--- src/audio_eq_pkg.sv ---
package audio_eq_pkg;

    ////////////////////////////////////////////////////////////////////////////
    // data widths

    typedef logic signed [15:0] sample_t;     // one channel, two's complement
    typedef logic        [31:0] stereo_t;     // left in [31:16], right in [15:0]
    typedef logic signed [17:0] coef_t;       // q3.14 filter coefficient
    typedef logic        [5:0]  cfg_addr_t;   // register map address
    typedef logic        [17:0] cfg_data_t;   // register map data word
    typedef logic signed [39:0] acc_t;        // biquad sum of products
    typedef logic        [2:0]  band_idx_t;   // equalizer band number

    typedef enum logic [1:0] {
        IDLE,                                 // waiting for a tap-4 write
        STEP,                                 // shifting taps into the bands
        COMMIT                                // shadow to active in all bands
    } loader_state_t;

    ////////////////////////////////////////////////////////////////////////////
    // equalizer geometry

    localparam int NUM_BANDS     = 5;
    localparam int TAPS_PER_BAND = 5;         // b0 b1 b2 a1 a2, a0 is unity
    localparam int COEF_FRAC     = 14;

    ////////////////////////////////////////////////////////////////////////////
    // register map

    // band n, tap k lives at EQ_BASE_ADDR + 5*n + k
    localparam cfg_addr_t EQ_BASE_ADDR    = 6'd15;
    localparam cfg_addr_t LIMIT_ADDR      = 6'd45;   // limiter magnitude
    localparam cfg_addr_t EFFECT_EN1_ADDR = 6'd61;
    localparam cfg_addr_t EFFECT_EN2_ADDR = 6'd62;

    localparam int LIMIT_EN_BIT = 0;          // in the word at 61
    localparam int EQ_EN_BIT    = 4;          // in the word at 62

    ////////////////////////////////////////////////////////////////////////////
    // saturation bounds

    localparam sample_t SAMPLE_MAX = 16'sh7fff;
    localparam sample_t SAMPLE_MIN = 16'sh8000;

endpackage
--- src/effect_output.sv ---
module effect_output
    import audio_eq_pkg::*;
(
    input  logic       clk,
    input  logic       reset_n,
    input  logic       cfg_write,
    input  cfg_addr_t  cfg_addr,
    input  cfg_data_t  cfg_data,
    input  logic       dry_valid,
    input  stereo_t    dry_sample,
    input  logic       eq_valid,
    input  stereo_t    eq_sample,
    output logic       out_valid,
    output stereo_t    out_sample
);

    logic        limit_en;                    // bit of the first enable word
    logic        eq_en;                       // bit of the second enable word
    logic [15:0] limit;                       // clip magnitude

    logic        src_valid;
    stereo_t     dry_clipped;

    // clip one channel to +/- limit, compared with one extra bit of headroom
    function automatic sample_t clip(input sample_t x, input logic [15:0] mag);
        logic signed [16:0] hi;
        logic signed [16:0] lo;
        hi = $signed({1'b0, mag});
        lo = -hi;
        if ($signed({x[15], x}) > hi) begin
            return sample_t'(hi);
        end else if ($signed({x[15], x}) < lo) begin
            return sample_t'(lo);
        end
        return x;
    endfunction

    ////////////////////////////////////////////////////////////////////////////
    // effect registers

    always_ff @(posedge clk or negedge reset_n) begin
        if (!reset_n) begin
            limit_en <= 1'b0;
            eq_en    <= 1'b0;
            limit    <= '0;
        end else if (cfg_write) begin
            case (cfg_addr)
                LIMIT_ADDR:      limit    <= cfg_data[15:0];
                EFFECT_EN1_ADDR: limit_en <= cfg_data[LIMIT_EN_BIT];
                EFFECT_EN2_ADDR: eq_en    <= cfg_data[EQ_EN_BIT];
                default: ;                    // other addresses belong to the loader
            endcase
        end
    end

    ////////////////////////////////////////////////////////////////////////////
    // output select, eq over limiter over dry

    assign dry_clipped = {clip(sample_t'(dry_sample[31:16]), limit),
                          clip(sample_t'(dry_sample[15:0]), limit)};

    assign src_valid = eq_en ? eq_valid : dry_valid;

    always_ff @(posedge clk or negedge reset_n) begin
        if (!reset_n) begin
            out_valid <= 1'b0;
        end else begin
            out_valid <= src_valid;
        end
    end

    always_ff @(posedge clk) begin
        if (src_valid) begin
            if (eq_en) begin
                out_sample <= eq_sample;
            end else if (limit_en) begin
                out_sample <= dry_clipped;
            end else begin
                out_sample <= dry_sample;
            end
        end
    end

endmodule

--- config.mk ---
export PLATFORM = sky130hd
export DESIGN_NAME = effect_output
export DESIGN_NICKNAME = d
export VERILOG_FILES = /design/src/audio_eq_pkg.sv /design/src/effect_output.sv
export SDC_FILE = /design/constraint.sdc
export NUM_CORES = 1
export LEC_CHECK = 0
export BUFFER_PORTS_ARGS = -buffer_cell sky130_fd_sc_hd__buf_2
export CAP_MARGIN = 20
export CELL_PAD_IN_SITES_DETAIL_PLACEMENT = 1
export CELL_PAD_IN_SITES_GLOBAL_PLACEMENT = 1
export CORE_MARGIN = 1.5
export CORE_UTILIZATION = 40
export DETAILED_ROUTE_END_ITERATION = 7
export PLACE_DENSITY_LB_ADDON = 0.12
export SYNTH_ARGS = -nofsm -noshare
export SYNTH_HDL_FRONTEND = slang
export SYNTH_SLANG_ARGS = --single-unit
--- constraint.sdc ---
create_clock -name clk -period 6 [get_ports clk]
set_input_delay 1.2 -clock clk [delete_from_list [all_inputs] [get_ports clk]]
set_output_delay 1.2 -clock clk [all_outputs]
set_load 0.01 [all_outputs]
==> impl_metrics.tcl <==
set metrics [dict create \
    grt_pass1_vias 4222 \
    cts_buffer_depth 2 \
    slew_viol_final 0 \
    fmax_ghz 0.1907 \
    grt_overflow 0 \
    synth-seq-cells 51 \
    power.density_nw_per_um2 281.8 \
    antenna_cells 0 \
    status "completed" \
    cts_tree "yes" \
    start_kind "flop" \
    yosysSeqAreaShare_pct 31.24 \
    ant_nets 0 \
    hp-class "reg2reg" \
    drive_gt1_share_pct 24.96 \
    cts_resized 0 \
    synth_top_area_share_pct 20.90 \
    via_per_inst 5.410 \
    synthFlopType "edfxtp_1" \
    clk-insertion-delay-late_ns 0.30 \
    power.total_mw 1.551 \
    synth_top_area_cell "edfxtp_1" \
    grt_pass1_wl_um 22270 \
    synthCells 497 \
    clock-sinks 51 \
    synth_nets 653 \
    finalCriticalPeriod_ns 5.243 \
    dp_hpwl_um 11420 \
    period_share_pct 87.38 \
    critPathMaxFanout 12 \
    skew_ns 0.009197 \
    cts_setup_buffers 0 \
    irDropWorstVdd_v 0.0001275 \
    synth.cell_area_um2 4598 \
    finalSetupViolations 0 \
    die-area_um2 12150 \
    fp.dieW_um 110.2 \
    seq_area_um2 1438 \
    drt-total-wl_um 14090 \
    hold_viol 0 \
    root_buffer "clkbuf_16" \
    synthArstFlopShare_pct 37.25 \
    numCtsBuffers 5 \
    post_drt_wl_per_cell_um 18.71 \
    relSlewSlack_pct 36.01 \
    drc 0 \
    antenna_found_initial 0 \
    crit_required_ns 6.03 \
    start_util_pct 41.69 \
    rsz0062_at_grt "no" \
    leakage_nw 2.570 \
    area_growth_pct 19.70 \
    critPathCaptureType "flop" \
    io_pins 126 \
    yosysWarnings 0 \
    nets 768 \
    synth_cell_types 55 \
    dr.first_iter.drc_count 227 \
    dr.pass1.iters 4 \
    vias 4074 \
    cp.arrival_ns 5.28 \
    critPathKind "reg2reg" \
    core_area_um2 11030 \
    nFillCells 1319 \
    gp_congestion 0.8874 \
    rows 38 \
    synth_edf_count 32 \
    maxCapViolations 0 \
    hold_buffers 0 \
    fin_tns_setup_ns 0 \
    grt_usage_pct 24.64 \
    synthTopCellsByArea "edfxtp_1 21%, ha_1 17%, dfrtp_1 10%, xnor2_1 7.4%, mux2i_1 7.0%" \
    grt_max_degree 65 \
    multi_input_area_um2 2970 \
    path_clk_slew_ns 0.07 \
    die_y_um 110.2 \
    worst_pin_slew_ns 0.9557 \
    io_buffers 123 \
    h-tree-depth 2 \
    avgSynthCellArea_um2 9.252 \
]
[logic make-up after synthesis]
family	after synthesis	share of synthesized area [%]
and+or+nand+nor	158	17.25
xor gates and xnor gates	43	8.762
DFF	51	31.24
buffers and inverters	42	4.272
adders and majority gates	63	17.14
muxes	35	7.701
AOI/OAI and AO/OA	105	13.63
[cell type report]
cell class	count	share of cell area, %
multi-input combinational	404	53.97
sequential	51	26.12
timing repair buffer	127	11.73
tap	140	3.183
clock buffer	6	2.341
inverter	23	1.569
clock inverter	2	1.091
[stage by stage]
step | cell area [um^2] | util (%) | worst slack (ns) | hold WS, ns | std cells
after floorplan | 4598 | - | 1.631 | 0.5799 | 497
after global placement | 5315 | 48.19 | 0.9657 | 0.6666 | 745
after detailed placement | 5315 | 48.19 | 0.8301 | 0.6691 | 745
after CTS | 5504 | 49.90 | 0.8116 | 0.6895 | 753
after global routing | 5504 | 49.90 | 0.5406 | 0.7349 | 753
final | 5504 | 49.90 | 0.7570 | 0.6960 | 753
[final timing paths]
path	startpoint	cells after the start	slack, ns	endpoint
setup / recovery	limit[0]	18	0.76	out_sample[19]
hold / removal	limit_en	2	0.70	limit_en
setup reg to reg	limit[0]	18	0.76	out_sample[19]
hold reg to reg	limit_en	2	0.70	limit_en
max in group asynchronous	reset_n	1	4.85	eq_en
min in group asynchronous	reset_n	1	0.82	limit[12]
[per-layer routing]
metal / global-route usage, % / up-vias / part of all wire [%]
li1: - / 2005 / -
met1: 34.17 / 1922 / 47
met2: 40.20 / 127 / 45
met3: 2.763 / 20 / 5.9
met4: 7.875 / 0 / 2.2
met5: 0 / - / 0
[flip-flops by register name, indices dropped and copies added, names as in the netlist]
register    cells
eq_en           1
limit          16
limit_en        1
out_sample     32
out_valid       1
[critical path, cell delays in order, from the launching register on]
cell and delay (ns):
dfrtp_1 0.45, inv_1 0.14, ha_1 0.24, nor2b_1 0.36, nand2_1 0.18, nor2_1 0.33, nand3_1 0.23, nor3_1 0.33
ha_1 0.38, a21oi_1 0.16, o21ai_0 0.13, or2_2 0.30, o32ai_1 0.24, a21oi_1 0.10, o211a_1 0.27, nor3_4 0.40
buf_4 0.33, mux2i_1 0.29, o21ai_0 0.11
[power by group]
part | switching (mW) | internal (mW)
clock network | 0.137 | 0.240
logic | 0.381 | 0.278
registers | 0.0529 | 0.462
total | 0.571 | 0.979
[synth_stat cells (3+ instances only)]
cell type  number
a21o_1          6
a21oi_1        19
and3_1          4
and4_1          4
buf_6           3
clkbuf_1       13
clkinv_1        4
dfrtp_1        19
edfxtp_1       32
ha_1           63
inv_1          19
mux2_2          3
mux2i_1        32
nand2_1        80
nand3_1         7
nand4_1         5
nand4b_1        3
nor2_1         24
nor2b_1        10
nor3_1          5
o211a_1         3
o21ai_0        51
o21ai_1        10
xnor2_1        39
[placed cells by master, fill, tap and decap left out, drive strengths merged, types with 4 or more instances in the layout]
master / n
buf: 127
nand2: 80
ha: 63
o21ai: 61
xnor2: 41
mux2i: 32
edfxtp: 32
nor2: 24
inv: 19
a21oi: 19
dfrtp: 19
nor2b: 10
nand3: 8
nor3: 7
a21o: 6
nand4: 6
clkbuf: 6
clkinv: 4
and3: 4
and4: 4
Note: power is estimated with default switching activity, not from simulation.
