==> src/audio_eq_pkg.sv <==
package audio_eq_pkg;

    ////////////////////////////////////////////////////////////////////////////
    // data widths

    typedef logic signed [15:0] sample_t;     // one channel, two's complement
    typedef logic        [31:0] stereo_t;     // left in [31:16], right in [15:0]
    typedef logic signed [17:0] coef_t;       // q3.14 filter coefficient
    typedef logic        [5:0]  cfg_addr_t;   // register map address
    typedef logic        [17:0] cfg_data_t;   // register map data word
    typedef logic signed [39:0] acc_t;        // biquad sum of products
    typedef logic        [2:0]  band_idx_t;   // equalizer band number

    typedef enum logic [1:0] {
        IDLE,                                 // waiting for a tap-4 write
        STEP,                                 // shifting taps into the bands
        COMMIT                                // shadow to active in all bands
    } loader_state_t;

    ////////////////////////////////////////////////////////////////////////////
    // equalizer geometry

    localparam int NUM_BANDS     = 5;
    localparam int TAPS_PER_BAND = 5;         // b0 b1 b2 a1 a2, a0 is unity
    localparam int COEF_FRAC     = 14;

    ////////////////////////////////////////////////////////////////////////////
    // register map

    // band n, tap k lives at EQ_BASE_ADDR + 5*n + k
    localparam cfg_addr_t EQ_BASE_ADDR    = 6'd15;
    localparam cfg_addr_t LIMIT_ADDR      = 6'd45;   // limiter magnitude
    localparam cfg_addr_t EFFECT_EN1_ADDR = 6'd61;
    localparam cfg_addr_t EFFECT_EN2_ADDR = 6'd62;

    localparam int LIMIT_EN_BIT = 0;          // in the word at 61
    localparam int EQ_EN_BIT    = 4;          // in the word at 62

    ////////////////////////////////////////////////////////////////////////////
    // saturation bounds

    localparam sample_t SAMPLE_MAX = 16'sh7fff;
    localparam sample_t SAMPLE_MIN = 16'sh8000;

endpackage
==> src/eq_coeff_loader.sv <==
module eq_coeff_loader
    import audio_eq_pkg::*;
(
    input  logic          clk,
    input  logic          reset_n,
    input  logic          cfg_write,
    input  cfg_addr_t     cfg_addr,
    input  cfg_data_t     cfg_data,
    output logic          coeff_shift,
    output coef_t         coeff_word [NUM_BANDS],
    output logic          coeff_commit
);

    coef_t         coef_mem [NUM_BANDS][TAPS_PER_BAND];   // staged taps per band
    loader_state_t state;
    logic [2:0]    tap_cnt;                   // tap being presented in step

    logic          wr_hit;                    // address inside the eq window
    band_idx_t     wr_band;
    logic [2:0]    wr_tap;
    logic          start_load;

    ////////////////////////////////////////////////////////////////////////////
    // address decode

    always_comb begin
        wr_hit  = 1'b0;
        wr_band = '0;
        wr_tap  = '0;
        for (int b = 0; b < NUM_BANDS; b++) begin
            for (int t = 0; t < TAPS_PER_BAND; t++) begin
                if (cfg_addr == cfg_addr_t'(EQ_BASE_ADDR + TAPS_PER_BAND * b + t)) begin
                    wr_hit  = 1'b1;
                    wr_band = band_idx_t'(b);
                    wr_tap  = 3'(t);
                end
            end
        end
    end

    // the last tap of any band kicks off a full reload
    assign start_load = cfg_write && wr_hit && (wr_tap == 3'(TAPS_PER_BAND - 1));

    ////////////////////////////////////////////////////////////////////////////
    // coefficient store

    always_ff @(posedge clk or negedge reset_n) begin
        if (!reset_n) begin
            for (int b = 0; b < NUM_BANDS; b++) begin
                for (int t = 0; t < TAPS_PER_BAND; t++) begin
                    coef_mem[b][t] <= '0;
                end
            end
        end else if (cfg_write && wr_hit) begin
            coef_mem[wr_band][wr_tap] <= coef_t'(cfg_data);
        end
    end

    ////////////////////////////////////////////////////////////////////////////
    // load sequencer

    always_ff @(posedge clk or negedge reset_n) begin
        if (!reset_n) begin
            state   <= IDLE;
            tap_cnt <= '0;
        end else begin
            case (state)
                IDLE: begin
                    if (start_load) begin   // triggers while busy are dropped
                        state   <= STEP;
                        tap_cnt <= '0;
                    end
                end
                STEP: begin
                    if (tap_cnt == 3'(TAPS_PER_BAND - 1)) begin
                        state <= COMMIT;
                    end else begin
                        tap_cnt <= tap_cnt + 3'd1;
                    end
                end
                COMMIT: state <= IDLE;
                default: state <= IDLE;
            endcase
        end
    end

    assign coeff_shift  = (state == STEP);
    assign coeff_commit = (state == COMMIT);

    // all bands receive the same tap number in parallel
    always_comb begin
        for (int b = 0; b < NUM_BANDS; b++) begin
            coeff_word[b] = coef_mem[b][tap_cnt];
        end
    end

endmodule

==> config.mk <==
export PLATFORM = sky130hd
export DESIGN_NAME = eq_coeff_loader
export DESIGN_NICKNAME = d
export VERILOG_FILES = /design/src/audio_eq_pkg.sv /design/src/eq_coeff_loader.sv
export SDC_FILE = /design/constraint.sdc
export NUM_CORES = 1
export LEC_CHECK = 0
export BUFFER_PORTS_ARGS = -buffer_cell sky130_fd_sc_hd__buf_2
export CAP_MARGIN = 20
export CELL_PAD_IN_SITES_DETAIL_PLACEMENT = 2
export CELL_PAD_IN_SITES_GLOBAL_PLACEMENT = 2
export CORE_MARGIN = 5
export CORE_UTILIZATION = 41
export CTS_CLUSTER_DIAMETER = 30
export DETAILED_ROUTE_END_ITERATION = 16
export PLACE_DENSITY_LB_ADDON = 0.1
export RECOVER_POWER = 50
export SYNTH_ARGS = -nofsm -noshare
export SYNTH_HDL_FRONTEND = slang
export SYNTH_SLANG_ARGS = --single-unit
==> constraint.sdc <==
create_clock -name clk -period 2.2 [get_ports clk]
set_input_delay 0.44 -clock clk [delete_from_list [all_inputs] [get_ports clk]]
set_output_delay 0.44 -clock clk [all_outputs]
set_load 0.005 [all_outputs]
==> flow_summary.json, run 1 <==
{
  "status": "complete, but fails checks",
  "violations": "setup timing",
  "p_sw_uw": 9660,
  "p_seq_share_pct": 29.3,
  "via_count": 12793,
  "numPortBuffers": 118,
  "drc": 0,
  "min_path_cells": 3,
  "cts_tree": "done",
  "grt_first_pass_wirelength_mm": 102,
  "power_uw": 35600,
  "max_slew_margin_pct": 26.2,
  "ctsHtreeMaxLevel": 3,
  "cts_made_buffers": 113,
  "nNetsFinal": 1578,
  "rsz0062_at_grt": "yes",
  "gp_congestion": 0.726,
  "post-route-min-period_ns": 2.80,
  "antenna_found_initial": 1,
  "synth_edf_count": 0,
  "hp-class": "input pin to flip-flop",
  "drt_iter0_markers": 613,
  "yosys_warnings": 0,
  "die-width_um": 235,
  "reg2reg_depth": 9,
  "die_h_um": 235,
  "seq_area_frac_synth_pct": 54.8,
  "total_leakage_power_uw": 0.0131,
  "worstMarginPinSlew_ns": 1.11,
  "path_max_fanout": 10,
  "area_delta_synth_final_pct": 33.6,
  "dp_hpwl_mm": 36.0,
  "p_int_uw": 25900,
  "finalClockSkew_ns": 0.00229,
  "p_sw_share_pct": 27.1,
  "grt_start_max_net_pins": 92,
  "synthesis.instances": 1303,
  "wirelength_mm": 67.1,
  "slew_viol_final": 0,
  "r2r-start": "tap_cnt[0]",
  "dr.pass1.iters": 4,
  "holdPathEnd": "state[0]",
  "finalCritPeriodShare_pct": 127,
  "synth_top_flop_cell": "dfrtp_1",
  "io_pins": 119,
  "worstPathArrival_ns": 2.36,
  "crit_type": "flip-flop to output port",
  "final_area_um2": 27800,
  "power_density_nw_per_um2": 1280,
  "r2r-end": "tap_cnt[0]",
  "placed_cell_area_um2": 23300,
  "power_frac_comb_pct": 21.9,
  "grt_use_total_pct": 23.9,
  "hold_ws_ns": 0.334,
  "clkPwrFrac_pct": 48.8,
  "clock_sinks": 455,
  "cp.required_ns": 1.76,
  "cts-root-buf": "clkbuf_16",
  "clock_path_buffers": 3,
  "layout-drive-gt1-share_pct": 61.6,
  "startpoint_type": "flip-flop",
  "row_count": 82,
  "end_kind": "output port",
  "syn-num-nets": 1332,
  "max_cap_viol_count": 0,
  "avgViaCountPerCell": 5.51,
  "start_util_pct": 41.4,
  "timing.fmax_ghz": 0.357,
  "r2r_slack_ns": 0.11,
  "synth.distinct_cells": 56,
  "design.die.area_um2": 55300,
  "core-area_um2": 50200,
  "async_reset_ff_share_pct": 100,
  "vdd_ir_drop_max_uv": 712,
  "wl_per_cell_um": 28.9,
  "antenna_left": 0,
  "synth_area_um2": 20800,
  "holdCritStartpoint": "cfg_write",
  "grt.overflow.total": 0,
  "fin_ws_ns": -0.600,
  "clk_pin_slew_worst_paths_ns": 0.04,
  "clk-insertion-delay-late_ns": 0.63,
  "timing.final.hold_violations": 0,
  "finalSetupViolations": 90,
  "grt_pass1_vias": 15523,
  "avgSynthCellArea_um2": 16.0,
  "ys_seq_elements": 455
}
## area by class of cell
class,instances,area [µm²]
clock inverters,62,785
repair buffers,247,2410
multi-input cells,725,9070
fillers,4342,22400
diodes,1,2.50
flip-flops and latches,455,11400
inverters,7,27.5
clock buffers,152,3240
well taps,672,841
## Yosys cell counts, types with 2 or more instances
master	number	area (µm²)
mux2_1	27	304
a2111oi_4	2	55.1
mux2_2	403	4540
nand2_1	6	22.5
nor2_4	6	67.6
and3_1	2	12.5
buf_4	18	135
nor3b_1	3	22.5
a22o_1	91	797
a21oi_1	4	20.0
dfrtp_1	455	11400
mux4_2	90	2030
or3b_4	2	22.5
clkbuf_1	68	255
nor2_2	5	31.3
mux2_4	20	300
o21ai_2	2	17.5
nor2_8	4	80.1
nor2_1	5	18.8
ha_1	2	25.0
buf_6	8	90.1
or4bb_1	2	22.5
nand3_1	5	25.0
buf_2	13	65.1
o21a_1	2	15.0
o21ai_0	2	10.0
nor3_1	4	20.0
or2_1	2	12.5
nand2b_1	5	31.3
buf_1	8	30.0
inv_1	7	26.3
nor2b_1	6	37.5
## state kept, by name (all words and copies together) (netlist names)
signal and flops:
state 2, coef_mem 450, tap_cnt 3
## power by group through the flow
stage / Clock (µW) / Combinational, µW / Sequential [µW]
finish: 17400 / 7780 / 10400
global placement: 0 / 6450 / 10300
floorplan: 0 / 4010 / 10100
detailed placement: 0 / 6610 / 10400
CTS: 17600 / 7260 / 10400
global route: 18200 / 8250 / 10500
## layer usage
| metal | global-route usage [%] | vias up | share of wire, % |
|---|---|---|---|
| met5 | 0 | - | 0 |
| met3 | 4.11 | 110 | 2.6 |
| met1 | 30.5 | 7009 | 43 |
| li1 | - | 5441 | - |
| met4 | 6.11 | 0 | 2.3 |
| met2 | 42.7 | 233 | 52 |
## worst max-delay path, cell delays in order, from the launching register on
cell and delay (ns):
dfrtp_4 0.48, buf_12 0.19, buf_12 0.15, mux4_2 0.51
a22o_1 0.24, buf_2 0.14
## worst max-delay path by stage
stage	from	endpoint	slack (ns)	cells after the start
floorplan	cfg_addr[1]	coef_mem[286]	-0.15	8
global placement	cfg_addr[5]	coef_mem[426]	-0.26	9
detailed placement	cfg_addr[4]	coef_mem[382]	-0.32	8
CTS	tap_cnt[0]	coeff_word[0]	-0.63	4
global route	tap_cnt[0]	coeff_word[16]	-0.67	5
finish	tap_cnt[0]	coeff_word[16]	-0.60	5
## repair_timing
action	in CTS	in global routing
endpoints found under the hold margin	51	0
resized for setup	19	14
pin swaps	1	8
setup endpoints to repair	90	90
hold buffers	1	0
setup buffers	7	13
gates cloned	3	6
## per-stage QoR
stage	util, %	cells	TNS [ns]	setup slack, ns
6_report	55.3	2321	-49.13	-0.600
5_1_grt	55.3	2320	-61.81	-0.672
4_1_cts	54.9	2301	-50.28	-0.632
3_5_place_dp	46.4	2076	-90.74	-0.315
3_3_place_gp	46.4	2076	-73.69	-0.261
2_1_floorplan	-	1303	-10.14	-0.152
## placed cells by master (no fill, tap or decap), types with 34 or more instances in the layout
cell type,Yosys,routed
buf_2,13,111
mux2_2,403,379
buf_4,18,47
mux2_4,20,63
buf_12,1,49
dfrtp_1,455,453
mux4_2,90,90
clkbuf_16,0,121
clkinv_2,0,34
a22o_1,91,84
## cells by family (layout without fill, tap and decap cells)
logic type      count (synthesis)  after routing  synth area share [%]
flops                         455            455                  54.8
other cells                     0              1                     0
fa+ha+maj                       2              2                 0.120
simple gates                   69             69                  2.61
xor+xnor                        1              1                0.0421
buf+inv                       123            468                  2.99
compound gates                112            112                  4.91
mux                           541            541                  34.5
Note: power is estimated with default switching activity, not from simulation.
==> run 2: changes to the inputs <==
--- a/config.mk
+++ b/config.mk
@@ -10,7 +10,8 @@
 export CELL_PAD_IN_SITES_DETAIL_PLACEMENT = 2
 export CELL_PAD_IN_SITES_GLOBAL_PLACEMENT = 2
 export CORE_MARGIN = 5
-export CORE_UTILIZATION = 41
+export CORE_UTILIZATION = 47
+export CTS_BUF_LIST = sky130_fd_sc_hd__clkbuf_8
 export CTS_CLUSTER_DIAMETER = 30
 export DETAILED_ROUTE_END_ITERATION = 16
 export PLACE_DENSITY_LB_ADDON = 0.1
==> constraint.sdc (replaced) <==
create_clock -name clk -period 3.1 [get_ports clk]
set_input_delay 0.62 -clock clk [delete_from_list [all_inputs] [get_ports clk]]
set_output_delay 0.62 -clock clk [all_outputs]
set_load 0.005 [all_outputs]
==> flow_summary.json, run 2 (synthesis gave the netlist of run 1 again) <==
{
  "status": "complete, but fails checks",
  "violations": "capacitance limit, slew limit, setup timing",
  "num-fill-cells": 3878,
  "total_leakage_power_uw": 0.0120,
  "ctsHtreeMaxLevel": 3,
  "cts_made_buffers": 109,
  "antennaDiodeCount": 0,
  "antenna_left": 0,
  "max_slew_margin_pct": -20.9,
  "design.die.area_um2": 48500,
  "largest_reg_flops": 450,
  "power_density_nw_per_um2": 808,
  "grt_start_max_net_pins": 99,
  "wl_per_cell_um": 29.9,
  "clock_path_buffers": 3,
  "place_inst": 1939,
  "cp.required_ns": 2.48,
  "grt_pass1_vias": 15022,
  "vdd_ir_drop_max_uv": 513,
  "dp_hpwl_mm": 33.1,
  "regMostFlops": "coef_mem",
  "worstMarginPinSlew_ns": 1.81,
  "min_path_cells": 1,
  "grt.overflow.total": 0,
  "rsz0062_at_grt": "yes",
  "clk-insertion-delay-late_ns": 0.71,
  "gp_congestion": 0.751,
  "drt_iter0_markers": 583,
  "crit_chain": "buf_8 > nor3_4 > buf_12 > buf_16 > a22o_1 > buf_2",
  "drc": 0,
  "reg2reg_depth": 7,
  "grt_first_pass_wirelength_mm": 98.8,
  "die-width_um": 220,
  "tns_ns": -0.0215,
  "layout-drive-gt1-share_pct": 57.6,
  "clock_sinks": 455,
  "dr.pass1.iters": 4,
  "p_sw_share_pct": 30.3,
  "antenna_found_initial": 1,
  "startpoint_type": "flip-flop",
  "slew_viol_final": 64,
  "finalSetupViolations": 5,
  "p_seq_share_pct": 36.6,
  "post-route-min-period_ns": 3.11,
  "finalClockSkew_ns": 0.0137,
  "io_pins": 119,
  "path_max_fanout": 39,
  "final_cell_mix": "453 x dfrtp_1, 403 x mux2_2, 126 x clkbuf_8",
  "row_count": 77,
  "start_util_pct": 47.2,
  "max_stage_delay_ns": 0.56,
  "finalCritPeriodShare_pct": 100,
  "grt_use_total_pct": 27.1,
  "cp_slowest_cell": "dfrtp_4",
  "clkPwrFrac_pct": 38.9,
  "wirelength_mm": 64.5,
  "via_count": 12629,
  "fin_ws_ns": -0.0140,
  "numPortBuffers": 118,
  "worstPathArrival_ns": 2.49,
  "p_int_uw": 14100,
  "area_delta_synth_final_pct": 20.3,
  "hp-class": "flip-flop to flip-flop",
  "cts_tree": "done",
  "timing.fmax_ghz": 0.321,
  "final_common_cell": "dfrtp_1",
  "core-area_um2": 44000,
  "nNetsFinal": 1501,
  "avgViaCountPerCell": 5.86,
  "p_sw_uw": 6110,
  "reg.largest.list": "coef_mem x450, tap_cnt x3, state x2",
  "cts-root-buf": "clkbuf_8",
  "end_kind": "output port",
  "power_uw": 20200,
  "final_cells": 2154,
  "timing.final.hold_violations": 0,
  "clk_pin_slew_worst_paths_ns": 0.06,
  "power_frac_comb_pct": 24.5,
  "max_cap_viol_count": 1,
  "die_h_um": 220,
  "final_util_pct": 56.8,
  "crit_type": "flip-flop to output port"
}
## run 2: area by class of cell
| cell class | instances | area, µm² | share of cell area (%) |
|---|---|---|---|
| multi-input combinational | 725 | 8810 | 35.2 |
| sequential | 455 | 11400 | 45.6 |
| clock buffer | 126 | 1730 | 6.94 |
| timing repair buffer | 174 | 1610 | 6.44 |
| inverter | 7 | 27.5 | 0.110 |
| tap | 592 | 741 | 2.96 |
| clock inverter | 75 | 684 | 2.74 |
## run 2: what timing repair did
item	in CTS	in global routing
buffers inserted	7	0
pin swaps	1	4
hold buffers	1	0
endpoints found under the setup margin	90	66
endpoints found under the hold margin	58	0
resized for setup	15	10
cloned	4	2
## run 2: worst max-delay path, delay by kind of cell, from the launching register on
family | cells | cell delay, ns
buf+inv | 4 | 0.75
compound gates | 1 | 0.26
simple gates | 1 | 0.20
flops | 1 | 0.56
## run 2: worst paths after layout
path | start | slack, ns | endpoint
max | tap_cnt[0] | -0.01 | coeff_word[27]
min | coef_mem[376] | 0.49 | coef_mem[376]
max reg2reg | tap_cnt[0] | 1.06 | tap_cnt[1]
min reg2reg | coef_mem[376] | 0.49 | coef_mem[376]
max in group asynchronous | reset_n | 0.40 | coef_mem[224]
min in group asynchronous | reset_n | 0.95 | coef_mem[395]
## run 2: stage by stage
step	hold WS [ns]	area [µm²]	setup WS [ns]
6_report	0.494	25000	-0.0140
4_1_cts	0.441	25000	-0.0554
3_5_place_dp	0.476	22300	0.211
3_3_place_gp	0.468	22300	0.298
5_1_grt	0.483	25000	-0.0985
2_1_floorplan	0.324	20800	0.489
## run 2: power groups by stage
stage	registers (µW)	clock network [µW]	logic (µW)
5_1_grt	7460	8400	5230
2_1_floorplan	7180	0	2780
3_5_place_dp	7430	0	4380
6_report	7390	7850	4950
4_1_cts	7350	7950	4880
3_3_place_gp	7340	0	4270
## run 2: metal layers
metal / vias up / track usage [%] / part of all wire, %
met3: 126 / 5.39 / 4.0
met1: 6918 / 34.7 / 42
met2: 303 / 46.7 / 51
met5: - / 0 / 0.020
met4: 2 / 8.86 / 2.5
li1: 5280 / - / -
==> run 3: changes to the inputs <==
--- a/config.mk
+++ b/config.mk
@@ -10,8 +10,7 @@
 export CELL_PAD_IN_SITES_DETAIL_PLACEMENT = 2
 export CELL_PAD_IN_SITES_GLOBAL_PLACEMENT = 2
 export CORE_MARGIN = 5
-export CORE_UTILIZATION = 47
-export CTS_BUF_LIST = sky130_fd_sc_hd__clkbuf_8
+export CORE_UTILIZATION = 49
 export CTS_CLUSTER_DIAMETER = 30
 export DETAILED_ROUTE_END_ITERATION = 16
 export PLACE_DENSITY_LB_ADDON = 0.1
==> constraint.sdc (replaced) <==
create_clock -name clk -period 3.89 [get_ports clk]
set_input_delay 0.778 -clock clk [delete_from_list [all_inputs] [get_ports clk]]
set_output_delay 0.778 -clock clk [all_outputs]
set_load 0.005 [all_outputs]
==> flow_summary.json, run 3 (synthesis gave the netlist of run 1 again) <==
{
  "avgViaCountPerCell": 6.28,
  "finalCritPeriodShare_pct": 96.4,
  "slew_viol_final": 126,
  "wl_per_cell_um": 35.3,
  "numPortBuffers": 118,
  "grt.overflow.total": 0,
  "post-route-min-period_ns": 3.75,
  "final_util_pct": 61.2,
  "io_pins": 119,
  "hp-class": "flip-flop to flip-flop",
  "grt_first_pass_wirelength_mm": 111,
  "vdd_ir_drop_max_uv": 590,
  "cts_tree": "done",
  "rsz0062_at_grt": "no",
  "r2r_slack_ns": 1.58,
  "finalSetupViolations": 0,
  "r2r-end": "tap_cnt[0]",
  "final_cell_mix": "453 x dfrtp_1, 401 x mux2_2, 115 x buf_2",
  "startpoint_type": "flip-flop",
  "largest_reg_flops": 450,
  "max_stage_delay_ns": 1.03,
  "via_count": 13115,
  "core-area_um2": 41900,
  "ctsHtreeMaxLevel": 3,
  "placed_cell_area_um2": 21900,
  "clk-insertion-delay-late_ns": 0.65,
  "worstPathArrival_ns": 2.97,
  "end_kind": "output port",
  "drc": 0,
  "total_leakage_power_uw": 0.0122,
  "dp_hpwl_mm": 32.3,
  "clock_path_buffers": 3,
  "gp_congestion": 0.773,
  "die-width_um": 216,
  "start_util_pct": 49.5,
  "crit_chain": "buf_4 > mux4_2 > a22o_1 > buf_2",
  "reg2reg_depth": 6,
  "worstMarginPinSlew_ns": 2.41,
  "antennaDiodeCount": 0,
  "cts.repair.resized": 0,
  "clock_sinks": 455,
  "antenna_found_initial": 0,
  "timing.final.hold_violations": 0,
  "drt_iter0_markers": 701,
  "final_area_um2": 25700,
  "max_cap_viol_count": 3,
  "status": "complete, but fails checks",
  "grt_start_max_net_pins": 96,
  "min_path_cells": 1,
  "path_max_fanout": 50,
  "cp_slowest_cell": "dfrtp_4",
  "finalClockSkew_ns": 0.00606,
  "die_h_um": 216,
  "cts_hold_buf": 0,
  "power_uw": 19400,
  "hold_ws_ns": 0.497,
  "grt_use_total_pct": 31.9,
  "dr.pass1.iters": 4,
  "holdPathEnd": "coef_mem[369]",
  "area_delta_synth_final_pct": 23.6,
  "holdCritStartpoint": "coef_mem[369]",
  "reg.largest.list": "coef_mem x450, tap_cnt x3, state x2",
  "nNetsFinal": 1487,
  "tns_ns": 0,
  "max_slew_margin_pct": -60.7,
  "cts-root-buf": "clkbuf_16",
  "layout-drive-gt1-share_pct": 57.1,
  "wirelength_mm": 73.7,
  "violations": "capacitance limit, slew limit",
  "timing.fmax_ghz": 0.267,
  "clk_pin_slew_worst_paths_ns": 0.05,
  "cts_made_buffers": 112,
  "regMostFlops": "coef_mem",
  "design.die.area_um2": 46600,
  "antenna_left": 0,
  "grt_pass1_vias": 15923,
  "crit_type": "flip-flop to output port",
  "final_common_cell": "dfrtp_1",
  "row_count": 75,
  "r2r-start": "tap_cnt[1]",
  "power_density_nw_per_um2": 756,
  "cp.required_ns": 3.11
}
-- run 3: cell count changes in the layout (fill, tap and decap cells not counted), moves of 3 or more --
cell       previous run  this run
clkbuf_16             2       112
clkbuf_8            126        19
inv_1                31         6
buf_12               29         6
clkbuf_1              0        21
buf_4                 6        20
inv_6                 2        13
buf_16                8         0
clkinv_2             28        22
buf_6                 5         0
clkinv_4              2         7
buf_8                 3         0
bufinv_16            12        15
-- run 3: worst max-delay path by stage --
| stage | from | endpoint | slack [ns] | cells past startpoint |
|---|---|---|---|---|
| 6_report | tap_cnt[1] | coeff_word[45] | 0.14 | 4 |
| 3_5_place_dp | tap_cnt[0] | coeff_word[38] | 0.74 | 4 |
| 4_1_cts | tap_cnt[0] | coeff_word[21] | 0.007 | 4 |
| 5_1_grt | tap_cnt[1] | coeff_word[45] | 0.12 | 4 |
| 2_1_floorplan | cfg_addr[1] | coef_mem[286] | 1.12 | 8 |
| 3_3_place_gp | tap_cnt[0] | coeff_word[21] | 0.77 | 4 |
-- run 3: final cells by class --
class / instances / area, µm²
clock buffer: 143 / 3110
clock inverter: 64 / 800
fill: 3462 / 16300
inverter: 7 / 27.5
multi-input combinational: 725 / 8760
sequential: 455 / 11400
tap: 539 / 674
timing repair buffer: 157 / 922
-- run 3: critical path, delay by kind of cell, from the launching register on --
family / cells / cell delay [ns]
compound gates: 1 / 0.25
mux: 1 / 0.38
buf+inv: 2 / 0.61
flops: 1 / 1.03
-- run 3: per-layer routing --
metal / share of wire [%] / track usage [%] / vias to the layer above
met4: 3.9 / 12.4 / 0
met2: 53 / 57.1 / 394
met1: 39 / 38.5 / 7286
met3: 3.8 / 5.82 / 175
li1: - / - / 5260
met5: 0 / 0 / -
-- run 3: power by group --
part	total [µW]	switching, µW	internal [µW]
clock	9780	3160	6620
sequential	6020	581	5440
combinational	3620	1880	1750
-- run 3: metrics by stage --
stage	instances	worst slack [ns]
2_1_floorplan	1303	1.12
3_3_place_gp	1882	0.774
3_5_place_dp	1882	0.742
4_1_cts	2089	0.00743
5_1_grt	2090	0.121
6_report	2090	0.141
-- run 3: timing repair --
item / 4_1_cts / 5_1_grt
setup endpoints to repair: 0 / 21
buffers inserted: 0 / 1
hold endpoints to repair: 0 / 0
